--- src/common/st_glue_params.svh ---
// st glue parameters: bus widths, viking and tos window tags, rom bank codes
`ifndef ST_GLUE_PARAMS_SVH
`define ST_GLUE_PARAMS_SVH

// word address runs from bit 23 down to bit 1
`define ST_ADDR_W 23

// 16 bit st data bus
`define ST_DATA_W 16

// control word as delivered by the io controller
`define ST_CTRL_W 32

// viking driver detection, counter saturates at all ones
`define ST_VIKING_COUNT_W 8

// top six address bits of the viking frame buffer
`define ST_VIKING_LO_TAG 6'b110000   // $c00000, normal st/ste
`define ST_VIKING_HI_TAG 6'b111010   // $e80000, steroids mode

// upload tags, compared against the upper bits of the upload address
`define ST_TOS192_TAG 6'b111111      // $fc0000, 192k tos image
`define ST_TOS256_TAG 4'he           // $e00000, 256k tos image

// upper six bits of a remapped rom2 address
`define ST_ROM_BANK_256 6'b111000    // e0 bank
`define ST_ROM_BANK_192 6'b111111    // fc bank

`endif

--- src/common/st_glue_pkg.sv ---
// st glue package: shared bus, control and request types of the memory glue
`include "st_glue_params.svh"

package st_glue_pkg;

	// cpu/chipset word address, bit 0 never exists on the 68000 bus
	typedef logic [`ST_ADDR_W:1] word_addr_t;

	// one data bus word
	typedef logic [`ST_DATA_W-1:0] bus_word_t;

	// system control word from the io controller
	typedef logic [`ST_CTRL_W-1:0] sys_ctrl_t;

	// ram size codes, ctrl bits 3..1
	typedef enum logic [2:0] {
		MEM_512K = 3'd0,
		MEM_1M   = 3'd1,
		MEM_2M   = 3'd2,
		MEM_4M   = 3'd3,
		MEM_8M   = 3'd4,
		MEM_14M  = 3'd5
	} mem_size_e;

	// four phase bus cycle from the mmu
	typedef enum logic [1:0] {
		CYC_PRE   = 2'd0,  // cpu pre-cycle, upload strobe sampled here
		CYC_CPU   = 2'd1,  // cpu / blitter / upload slot
		CYC_VIDEO = 2'd2,  // shifter and viking slot
		CYC_SPARE = 2'd3
	} bus_cycle_e;

	// who owns the sdram request this cycle
	typedef enum logic [1:0] {
		SRC_MCU     = 2'd0,
		SRC_UPLOAD  = 2'd1,
		SRC_BLITTER = 2'd2,
		SRC_VIKING  = 2'd3
	} ram_src_e;

endpackage

--- src/logic/st_bus_glue.sv ---
// st bus glue top: config decode, viking detect, tos upload and sdram request select
`timescale 1ns/1ps

module st_bus_glue (
	input  logic                    clk_32,
	input  logic                    xsint,
	input  st_glue_pkg::sys_ctrl_t  sys_ctrl_i,
	input  st_glue_pkg::bus_cycle_e bus_cycle_i,
	input  logic                    mhz8_en1_i,
	input  logic                    as_n_i,
	input  st_glue_pkg::word_addr_t cpu_addr_i,
	input  st_glue_pkg::word_addr_t mcu_addr_i,
	input  logic                    mcu_ras_n_i,
	input  logic                    mcu_we_n_i,
	input  logic                    mcu_uds_i,
	input  logic                    mcu_lds_i,
	input  st_glue_pkg::bus_word_t  mcu_data_i,
	input  logic                    rom2_n_i,
	input  logic                    dio_download_i,
	input  st_glue_pkg::word_addr_t dio_addr_i,
	input  st_glue_pkg::bus_word_t  dio_data_i,
	input  logic                    dio_strobe_i,
	input  logic                    blitter_bgack_i,
	input  st_glue_pkg::word_addr_t blitter_addr_i,
	input  logic                    blitter_read_i,
	input  logic                    blitter_write_i,
	input  st_glue_pkg::bus_word_t  blitter_data_i,
	input  logic                    viking_read_i,
	input  st_glue_pkg::word_addr_t viking_addr_i,
	output st_glue_pkg::word_addr_t sdram_addr_o,
	output st_glue_pkg::bus_word_t  sdram_data_o,
	output logic                    sdram_oe_o,
	output logic                    sdram_we_o,
	output logic                    sdram_uds_o,
	output logic                    sdram_lds_o,
	output st_glue_pkg::word_addr_t rom_addr_o,
	output logic                    tos192k_o,        // back to the mmu
	output logic                    viking_active_o
);
	import st_glue_pkg::*;

	logic      steroids;
	logic      viking_enable;
	mem_size_e mem_size;
	logic      upload_wr;     // one clock per uploaded word

	// ste and mega ste flags only matter to the dropped chipset parts
	sys_config_decode u_cfg (
		.sys_ctrl_i      (sys_ctrl_i),
		.ste_o           (),
		.mste_o          (),
		.steroids_o      (steroids),
		.mem_size_o      (mem_size),
		.viking_enable_o (viking_enable)
	);

	viking_detect u_vdet (
		.clk_32          (clk_32),
		.xsint           (xsint),
		.mhz8_en1_i      (mhz8_en1_i),
		.as_n_i          (as_n_i),
		.cpu_addr_i      (cpu_addr_i),
		.viking_enable_i (viking_enable),
		.steroids_i      (steroids),
		.viking_active_o (viking_active_o)
	);

	tos_upload_ctrl u_tos (
		.clk_32         (clk_32),
		.xsint          (xsint),
		.bus_cycle_i    (bus_cycle_i),
		.mhz8_en1_i     (mhz8_en1_i),
		.dio_strobe_i   (dio_strobe_i),
		.dio_download_i (dio_download_i),
		.dio_addr_i     (dio_addr_i),
		.rom2_n_i       (rom2_n_i),
		.cpu_addr_i     (cpu_addr_i),
		.upload_wr_o    (upload_wr),
		.tos192k_o      (tos192k_o),
		.rom_addr_o     (rom_addr_o)
	);

	ram_request_select u_sel (
		.clk_32          (clk_32),
		.xsint           (xsint),
		.bus_cycle_i     (bus_cycle_i),
		.mem_size_i      (mem_size),
		.viking_enable_i (viking_enable),
		.steroids_i      (steroids),
		.viking_active_i (viking_active_o),
		.mcu_addr_i      (mcu_addr_i),
		.mcu_ras_n_i     (mcu_ras_n_i),
		.mcu_we_n_i      (mcu_we_n_i),
		.mcu_uds_i       (mcu_uds_i),
		.mcu_lds_i       (mcu_lds_i),
		.mcu_data_i      (mcu_data_i),
		.dio_download_i  (dio_download_i),
		.upload_wr_i     (upload_wr),
		.dio_addr_i      (dio_addr_i),
		.dio_data_i      (dio_data_i),
		.blitter_bgack_i (blitter_bgack_i),
		.blitter_read_i  (blitter_read_i),
		.blitter_write_i (blitter_write_i),
		.blitter_addr_i  (blitter_addr_i),
		.blitter_data_i  (blitter_data_i),
		.viking_read_i   (viking_read_i),
		.viking_addr_i   (viking_addr_i),
		.sdram_addr_o    (sdram_addr_o),
		.sdram_data_o    (sdram_data_o),
		.sdram_oe_o      (sdram_oe_o),
		.sdram_we_o      (sdram_we_o),
		.sdram_uds_o     (sdram_uds_o),
		.sdram_lds_o     (sdram_lds_o)
	);

endmodule

--- src/logic/sys_config_decode.sv ---
// system config decoder: machine flavour, ram size and viking enable from the ctrl word
`timescale 1ns/1ps

module sys_config_decode (
	input  st_glue_pkg::sys_ctrl_t sys_ctrl_i,
	output logic                   ste_o,
	output logic                   mste_o,
	output logic                   steroids_o,
	output st_glue_pkg::mem_size_e mem_size_o,
	output logic                   viking_enable_o
);
	import st_glue_pkg::*;

	// control word bit positions
	localparam int STE_BIT    = 23;
	localparam int MSTE_BIT   = 24;
	localparam int VIKING_BIT = 28;
	localparam int MEM_LSB    = 1;  // size code in bits 3..1

	logic ste_bit;
	logic mste_bit;
	logic viking_bit;
	logic viking_mem_ok;  // viking fits below the ram top

	assign ste_bit    = sys_ctrl_i[STE_BIT];
	assign mste_bit   = sys_ctrl_i[MSTE_BIT];
	assign viking_bit = sys_ctrl_i[VIKING_BIT];

	// either flavour bit gives ste features
	assign ste_o  = ste_bit | mste_bit;
	assign mste_o = mste_bit;

	// both bits set: ste on steroids
	assign steroids_o = ste_bit & mste_bit;

	// raw size code, codes 6 and 7 unused
	assign mem_size_o = mem_size_e'(sys_ctrl_i[MEM_LSB +: 3]);

	// frame buffer at $c00000 collides with ram above 8 MB
	always_comb begin
		case (mem_size_o)
			MEM_512K,
			MEM_1M,
			MEM_2M,
			MEM_4M,
			MEM_8M:  viking_mem_ok = 1'b1;
			default: viking_mem_ok = 1'b0;  // 14M and undefined codes
		endcase
	end

	// steroids moves the card to $e80000, so any size is fine there
	assign viking_enable_o = (viking_bit & viking_mem_ok) | steroids_o;

endmodule

--- src/logic/tos_upload_ctrl.sv ---
// tos upload control: upload write pulse, 192k tos flag and rom2 address remap
`timescale 1ns/1ps
`include "st_glue_params.svh"

module tos_upload_ctrl (
	input  logic                    clk_32,
	input  logic                    xsint,
	input  st_glue_pkg::bus_cycle_e bus_cycle_i,
	input  logic                    mhz8_en1_i,
	input  logic                    dio_strobe_i,    // toggles once per word
	input  logic                    dio_download_i,
	input  st_glue_pkg::word_addr_t dio_addr_i,
	input  logic                    rom2_n_i,
	input  st_glue_pkg::word_addr_t cpu_addr_i,
	output logic                    upload_wr_o,
	output logic                    tos192k_o,
	output st_glue_pkg::word_addr_t rom_addr_o
);
	import st_glue_pkg::*;

	localparam logic [5:0] TOS192_TAG = `ST_TOS192_TAG;
	localparam logic [3:0] TOS256_TAG = `ST_TOS256_TAG;
	localparam logic [5:0] BANK_256   = `ST_ROM_BANK_256;
	localparam logic [5:0] BANK_192   = `ST_ROM_BANK_192;

	logic       strobe_q;     // strobe level seen at the last sample
	logic       sample_en;    // pre-cycle slot on the 8 MHz enable
	logic       strobe_chg;
	logic       tag_192;      // upload lands in $fc0000 and up
	logic       tag_256;      // upload lands in $e00000 area
	logic [5:0] rom_bank;

	assign sample_en  = (bus_cycle_i == CYC_PRE) & mhz8_en1_i;
	assign strobe_chg = dio_strobe_i ^ strobe_q;

	assign tag_192 = (dio_addr_i[23:18] == TOS192_TAG);
	assign tag_256 = (dio_addr_i[23:20] == TOS256_TAG);

	always_ff @(posedge clk_32 or negedge xsint) begin
		if (!xsint) begin
			strobe_q    <= 1'b0;
			upload_wr_o <= 1'b0;
			tos192k_o   <= 1'b0;
		end else begin
			upload_wr_o <= 1'b0;  // single cycle pulse
			if (sample_en) begin
				strobe_q <= dio_strobe_i;
				if (strobe_chg)
					upload_wr_o <= 1'b1;  // lands in the following cpu slot
			end

			// image size follows the load address of the upload
			if (dio_download_i) begin
				if (tag_192)
					tos192k_o <= 1'b1;
				else if (tag_256)
					tos192k_o <= 1'b0;
			end
		end
	end

	// 192k tos lives at $fc0000, 256k tos at $e00000
	assign rom_bank = tos192k_o ? BANK_192 : BANK_256;

	// only rom2 is remapped, other rom ports pass straight through
	always_comb begin
		if (!rom2_n_i)
			rom_addr_o = {rom_bank, cpu_addr_i[17:1]};
		else
			rom_addr_o = cpu_addr_i;
	end

endmodule

--- src/logic/viking_detect.sv ---
// viking detector that counts cpu accesses to the viking frame buffer to spot the driver
`timescale 1ns/1ps
`include "st_glue_params.svh"

module viking_detect (
	input  logic                    clk_32,
	input  logic                    xsint,
	input  logic                    mhz8_en1_i,
	input  logic                    as_n_i,
	input  st_glue_pkg::word_addr_t cpu_addr_i,
	input  logic                    viking_enable_i,
	input  logic                    steroids_i,
	output logic                    viking_active_o
);

	localparam logic [5:0] LO_TAG = `ST_VIKING_LO_TAG;
	localparam logic [5:0] HI_TAG = `ST_VIKING_HI_TAG;

	logic [`ST_VIKING_COUNT_W-1:0] access_cnt;  // window hits so far
	logic [5:0]                    win_tag;     // active window tag
	logic                          win_hit;     // qualifying cpu access
	logic                          cnt_full;

	// card sits at $e80000 in steroids mode, $c00000 otherwise
	assign win_tag = steroids_i ? HI_TAG : LO_TAG;

	// one hit per 8 MHz bus clock with the address strobe down
	assign win_hit = mhz8_en1_i & ~as_n_i & viking_enable_i &
		(cpu_addr_i[23:18] == win_tag);

	assign cnt_full = &access_cnt;

	// software probing the range stays well below 256 hits,
	// the driver itself goes past it almost at once
	always_ff @(posedge clk_32 or negedge xsint) begin
		if (!xsint) begin
			access_cnt      <= '0;
			viking_active_o <= 1'b0;
		end else begin
			if (win_hit && !cnt_full)
				access_cnt <= access_cnt + {{(`ST_VIKING_COUNT_W-1){1'b0}}, 1'b1};  // saturates at 255

			// 256th hit finds the counter full
			if (win_hit && cnt_full)
				viking_active_o <= 1'b1;  // sticky until reset
		end
	end

endmodule

--- src/ram_mux/ram_request_select.sv ---
// sdram request select: mmu window check and arbitration of upload, blitter, viking, mmu
`timescale 1ns/1ps
`include "st_glue_params.svh"

module ram_request_select (
	input  logic                    clk_32,
	input  logic                    xsint,
	input  st_glue_pkg::bus_cycle_e bus_cycle_i,
	input  st_glue_pkg::mem_size_e  mem_size_i,
	input  logic                    viking_enable_i,
	input  logic                    steroids_i,
	input  logic                    viking_active_i,
	input  st_glue_pkg::word_addr_t mcu_addr_i,
	input  logic                    mcu_ras_n_i,
	input  logic                    mcu_we_n_i,
	input  logic                    mcu_uds_i,
	input  logic                    mcu_lds_i,
	input  st_glue_pkg::bus_word_t  mcu_data_i,
	input  logic                    dio_download_i,
	input  logic                    upload_wr_i,
	input  st_glue_pkg::word_addr_t dio_addr_i,
	input  st_glue_pkg::bus_word_t  dio_data_i,
	input  logic                    blitter_bgack_i,
	input  logic                    blitter_read_i,
	input  logic                    blitter_write_i,
	input  st_glue_pkg::word_addr_t blitter_addr_i,
	input  st_glue_pkg::bus_word_t  blitter_data_i,
	input  logic                    viking_read_i,
	input  st_glue_pkg::word_addr_t viking_addr_i,
	output st_glue_pkg::word_addr_t sdram_addr_o,
	output st_glue_pkg::bus_word_t  sdram_data_o,
	output logic                    sdram_oe_o,
	output logic                    sdram_we_o,
	output logic                    sdram_uds_o,
	output logic                    sdram_lds_o
);
	import st_glue_pkg::*;

	localparam logic [5:0] VIKING_LO = `ST_VIKING_LO_TAG;
	localparam logic [5:0] VIKING_HI = `ST_VIKING_HI_TAG;

	logic     ras_n_q;     // ras level one clock back
	logic     cpu_cyc;
	logic     video_cyc;
	logic     ras_fall;    // first clock of an mmu access
	logic     mcu_oe;
	logic     mcu_we;
	logic     mem_en;      // inside configured st ram
	logic     viking_win;  // inside enabled viking frame buffer
	logic     ram_en;
	ram_src_e src;

	always_ff @(posedge clk_32 or negedge xsint) begin
		if (!xsint)
			ras_n_q <= 1'b1;  // idle ras is high
		else
			ras_n_q <= mcu_ras_n_i;
	end

	assign cpu_cyc   = (bus_cycle_i == CYC_CPU);
	assign video_cyc = (bus_cycle_i == CYC_VIDEO);

	assign ras_fall = ras_n_q & ~mcu_ras_n_i;
	assign mcu_oe   = ras_fall & mcu_we_n_i & (|mcu_addr_i);  // no reads of address 0
	assign mcu_we   = ras_fall & ~mcu_we_n_i;

	// upper ram limit per size code
	always_comb begin
		case (mem_size_i)
			MEM_512K: mem_en = (mcu_addr_i[23:19] == 5'b00000);
			MEM_1M:   mem_en = (mcu_addr_i[23:20] == 4'b0000);
			MEM_2M:   mem_en = (mcu_addr_i[23:21] == 3'b000);
			MEM_4M:   mem_en = (mcu_addr_i[23:22] == 2'b00);
			MEM_8M:   mem_en = ~mcu_addr_i[23];
			MEM_14M:  mem_en = ~(&mcu_addr_i[23:21]);  // stops below $e00000
			default:  mem_en = 1'b0;
		endcase
	end

	// low window is 256k at $c00000, high one 512k at $e80000
	always_comb begin
		if (!viking_enable_i)
			viking_win = 1'b0;
		else if (steroids_i)
			viking_win = (mcu_addr_i[23:19] == VIKING_HI[5:1]);
		else
			viking_win = (mcu_addr_i[23:18] == VIKING_LO);
	end

	assign ram_en = mem_en | viking_win;

	// fixed priority, upload over blitter over viking over mmu
	always_comb begin
		if (cpu_cyc && dio_download_i)
			src = SRC_UPLOAD;
		else if (cpu_cyc && blitter_bgack_i)
			src = SRC_BLITTER;
		else if (video_cyc && viking_active_i && viking_read_i)
			src = SRC_VIKING;
		else
			src = SRC_MCU;
	end

	always_comb begin
		case (src)
			SRC_UPLOAD: begin
				sdram_addr_o = dio_addr_i;
				sdram_oe_o   = 1'b0;         // upload only writes
				sdram_we_o   = upload_wr_i;
				sdram_uds_o  = 1'b1;
				sdram_lds_o  = 1'b1;
			end
			SRC_BLITTER: begin
				sdram_addr_o = blitter_addr_i;
				sdram_oe_o   = blitter_read_i;
				sdram_we_o   = blitter_write_i;
				sdram_uds_o  = 1'b1;         // blitter moves whole words
				sdram_lds_o  = 1'b1;
			end
			SRC_VIKING: begin
				sdram_addr_o = viking_addr_i;
				sdram_oe_o   = 1'b1;         // video fetch
				sdram_we_o   = 1'b0;
				sdram_uds_o  = mcu_uds_i;
				sdram_lds_o  = mcu_lds_i;
			end
			default: begin
				sdram_addr_o = mcu_addr_i;
				sdram_oe_o   = mcu_oe & ram_en;
				sdram_we_o   = mcu_we & ram_en;
				sdram_uds_o  = mcu_uds_i;
				sdram_lds_o  = mcu_lds_i;
			end
		endcase
	end

	// write data follows the bus owner, not the slot
	assign sdram_data_o = dio_download_i  ? dio_data_i     :
	                      blitter_bgack_i ? blitter_data_i : mcu_data_i;

endmodule

--- config.mk ---
export PLATFORM = sky130hd
export DESIGN_NAME = st_bus_glue
export DESIGN_NICKNAME = d
export VERILOG_FILES = /design/src/common/st_glue_pkg.sv /design/src/logic/st_bus_glue.sv /design/src/logic/sys_config_decode.sv /design/src/logic/tos_upload_ctrl.sv /design/src/logic/viking_detect.sv /design/src/ram_mux/ram_request_select.sv
export VERILOG_INCLUDE_DIRS = /design/src /design/src/common
export SDC_FILE = /design/constraint.sdc
export NUM_CORES = 1
export LEC_CHECK = 0
export BUFFER_PORTS_ARGS = -buffer_cell sky130_fd_sc_hd__buf_2
export CORE_AREA = 4 4 107 109
export CTS_BUF_LIST = sky130_fd_sc_hd__clkbuf_2
export CTS_CLUSTER_SIZE = 10
export DETAILED_ROUTE_END_ITERATION = 10
export DIE_AREA = 0 0 111 113
export PLACE_DENSITY = 0.52
export SLEW_MARGIN = 40
export SYNTH_ARGS = -nofsm -noshare
export SYNTH_HDL_FRONTEND = slang
export SYNTH_SLANG_ARGS = --single-unit
--- constraint.sdc ---
create_clock -name clk_32 -period 3.5 [get_ports clk_32]
set_input_delay 1.05 -clock clk_32 [delete_from_list [all_inputs] [get_ports clk_32]]
set_output_delay 1.05 -clock clk_32 [all_outputs]
set_load 0.02 [all_outputs]
==> flow_summary.yaml <==
run_status:
  outcome: "complete, but fails checks"
  violated_checks: "negative setup slack"
sta:
  hold_violations: 0
  period_needed_ps: 3860
  grt_setup_unrepaired: "yes"
  final_critical_path_share_of_the_clock_period: 1.10
  timing.setup.tns_ps: -2370
  timing.max_slew.rel_slack: 0.673
  drv_slew: 0
  setup_slack_ps: -357
  maxClockFrequency_mhz: 259
  report.final.setup_viol: 24
  clock_skew_ps: 13.0
  timing_worst_slew_pin_value_ps: 491
synth:
  synth_cell_area_um2: 1900
  mappedNetlistNets: 469
  yosys_register_bits: 13
  post-synth-top-area-fraction: 0.158
  synth_warnings: 0
  gate_count_of_the_mapped_netlist: 256
  synth_top_cells_by_area: "sky130_fd_sc_hd__dfrtp_1, sky130_fd_sc_hd__a222oi_1, sky130_fd_sc_hd__mux2i_1, sky130_fd_sc_hd__buf_4, sky130_fd_sc_hd__nand2_1"
  synth_top_area_cell: "sky130_fd_sc_hd__dfrtp_1"
  post_synth_num_cell_types: 48
  synthesis.area_per_instance_um2: 7.41
  ys_seq_area_frac: 0.172
cells_and_area:
  drive_gt1_frac: 0.657
  areaGrowthSynthToFinish_pct: 106
  finish.net_count: 707
  layout.filler_cells: 1114
cts:
  worst_skew_pair.late_latency_ps: 270
  clock_tree.htree_level_count: 1
  clk_pin_slew_ps: 120
  holdBufCountCts: 0
  cts_tree: "done"
  cts_buffers: 3
  clock-sinks: 13
  cts_buffer_depth: 2
  root_buffer: "sky130_fd_sc_hd__clkbuf_2"
critical_path:
  rr_startpoint: "u_vdet.access_cnt[0]"
  r2r-end: "u_vdet.access_cnt[1]"
  reg2reg_slack_ps: 1850
  timing.critical_path.arrival_ps: 2810
  critPathMaxFanout: 3
  timing.critical_path.from_type: "input pin"
  crit_path_end_kind: "primary output"
  critPathKind: "input pin to primary output"
  reg2regPathDepth: 5
  critPathRequiredTime_ps: 2450
drt:
  drt-pass1-iter-count: 5
  drc: 0
  drt.antenna.violating_nets: 0
  detailedRoute.firstIterationViolations: 193
  routedWlPerCell_um: 16.9
  routed_wirelength_um: 10700
  post_drt_via_cell_ratio: 4.68
  vias: 2970
die:
  top_level_ports: 280
  die_width_um: 111
  row_count: 38
  initial_utilization: 0.179
  die_area_um2: 12500
  die_y_um: 113
  core_region_area_um2: 10600
global_routing:
  grt_pass1_wl_um: 16300
  grt_max_degree: 33
  grt_pass1_vias: 3125
  globalRouteTotalUtil: 0.160
  grt_overflow: 0
  antenna_found_initial: 0
hold_path:
  hold_depth: 1
  min-delay-start: "u_vdet.access_cnt[6]"
  hold_path.class: "flop to flop"
  timing.hold.worst_endpoint: "u_vdet.access_cnt[6]"
power_and_ir_drop:
  clock_power_share: 0.111
  p_leak_nw: 1.94
  part_of_the_total_power_dissipated_in_combinational_logic: 0.662
  power.share.sequential: 0.228
  power_density_nw_per_um2: 182
  finalPower_mw: 0.714
  switchingPower_mw: 0.291
  ir_worst_vdd_v: 0.000143
  power_report.internal_total_mw: 0.422
  power.switching_fraction: 0.408
flow_run:
  drv.max_cap_violation_count: 0
placement:
  placement.io_buffers: 219
  finalWeightedCongestion: 0.908
  placement.setup.worst_slack_ps: -453
  place.detailed.hpwl_um: 8790
how the worst max path moves through the flow:
stage / start / slack, ps / depth (start not counted) / to
after global placement: mcu_addr_i[20] / -440 / 7 / sdram_oe_o
final: mcu_addr_i[20] / -360 / 8 / sdram_oe_o
after floorplan: mcu_addr_i[20] / -100 / 5 / sdram_oe_o
after detailed placement: mcu_addr_i[20] / -450 / 7 / sdram_oe_o
after global routing: mcu_addr_i[20] / -420 / 8 / sdram_we_o
after CTS: mcu_addr_i[20] / -380 / 8 / sdram_oe_o
metrics by stage:
stage / std cells / utilization / hold WS [ps] / instance area, µm²
floorplan: 256 / - / 439 / 2150
global placement: 619 / 0.329 / 460 / 3480
detailed placement: 619 / 0.329 / 471 / 3480
CTS: 632 / 0.357 / 489 / 3780
global route: 633 / 0.369 / 526 / 3910
finish: 634 / 0.369 / 478 / 3920
state kept, by name, indices dropped and copies added (netlist names):
name and cells:
u_tos.upload_wr_o 1, u_tos.strobe_q 1, u_sel.ras_n_q 1, u_vdet.viking_active_o 1
u_vdet.access_cnt 8, u_tos.tos192k_o 1
power by group through the flow:
stage,Combinational (mW),Clock [mW],Sequential [mW]
after floorplan,0.229,0,0.167
after global placement,0.409,0,0.165
after detailed placement,0.413,0,0.165
after CTS,0.457,0.0820,0.163
after global routing,0.510,0.0908,0.163
final,0.472,0.0789,0.162
placed cells by master, fill, tap and decap left out, drive strengths merged, types with 7 or more instances in the layout:
cell and instances:
nand2 31, o21ai 19, buf 268, nor4 7
a21oi 23, mux2i 16, dfrtp 12, nor2 27
nand3 7, xnor2 8, a222oi 22, and3 7
metal layers:
| metal | part of all wire | track usage | wire (µm) | vias up |
|---|---|---|---|---|
| met4 | 0.0076 | 0.0312 | 82 | 0 |
| li1 | - | - | - | 1433 |
| met2 | 0.51 | 0.290 | 5440 | 151 |
| met5 | 0 | 0 | 0 | - |
| met1 | 0.39 | 0.188 | 4170 | 1376 |
| met3 | 0.097 | 0.0471 | 1040 | 10 |
cells in the mapped netlist (all sizes together):
master and number:
nor2 27, a2111oi 1, dfrtp 12, nand3 7, nand4 2, o22a 1, o21a 1, nor2b 1
xnor2 8, ha 1, nand3b 1, mux2i 16, dfstp 1, a31oi 2, a22o 1, o22ai 1
nor3 1, nand4b 1, buf 19, clkdlybuf4s15 1, a222oi 22, and2 1, nand4bb 1, and3 7
and2b 1, inv 3, a21oi 23, or2 3, a2111o 1, and4b 1, a32oi 1, a22oi 1
nor4 7, mux2 3, a41o 1, nand2b 5, or4 2, clkbuf 16, a41oi 1, a21o 1
nand2 31, o21ai 19
kinds of logic (layout without fill, tap and decap cells):
kind of cell               Yosys count  count (layout)  share of synthesized area
adders and majority gates            1               1                    0.00660
DFF                                 13              13                      0.172
AOI/OAI and AO/OA                   77              77                      0.293
buffers and inverters               39             276                      0.131
muxes                               19              19                      0.102
xor gates and xnor gates             8               8                     0.0369
other                                0               1                          0
and+or+nand+nor                     99              99                      0.258
cell type report:
cell class / instances / area, µm² / area share
repair buffers: 269 / 1780 / 0.453
multi-input cells: 204 / 1600 / 0.410
flip-flops and latches: 13 / 327 / 0.0834
well taps: 140 / 175 / 0.0447
clock buffers: 4 / 20.0 / 0.00511
inverters: 3 / 11.3 / 0.00288
diodes: 1 / 2.50 / 0.000639
repair_timing:
item | in CTS | in global routing
endpoints found under the setup margin | 25 | 25
resized for setup | 58 | 28
buffers inserted | 8 | 4
gates cloned | 1 | 1
endpoints found under the hold margin | 0 | 0
pin swaps | 18 | 22
critical path, cell delays in order:
cell and delay (ps):
sky130_fd_sc_hd__buf_8 100, sky130_fd_sc_hd__buf_6 100, sky130_fd_sc_hd__nor2b_4 110, sky130_fd_sc_hd__or4_1 390, sky130_fd_sc_hd__a22o_1 200, sky130_fd_sc_hd__a2111o_1 530
sky130_fd_sc_hd__o22ai_4 190, sky130_fd_sc_hd__buf_6 140
(Power assumes the default switching activity.)
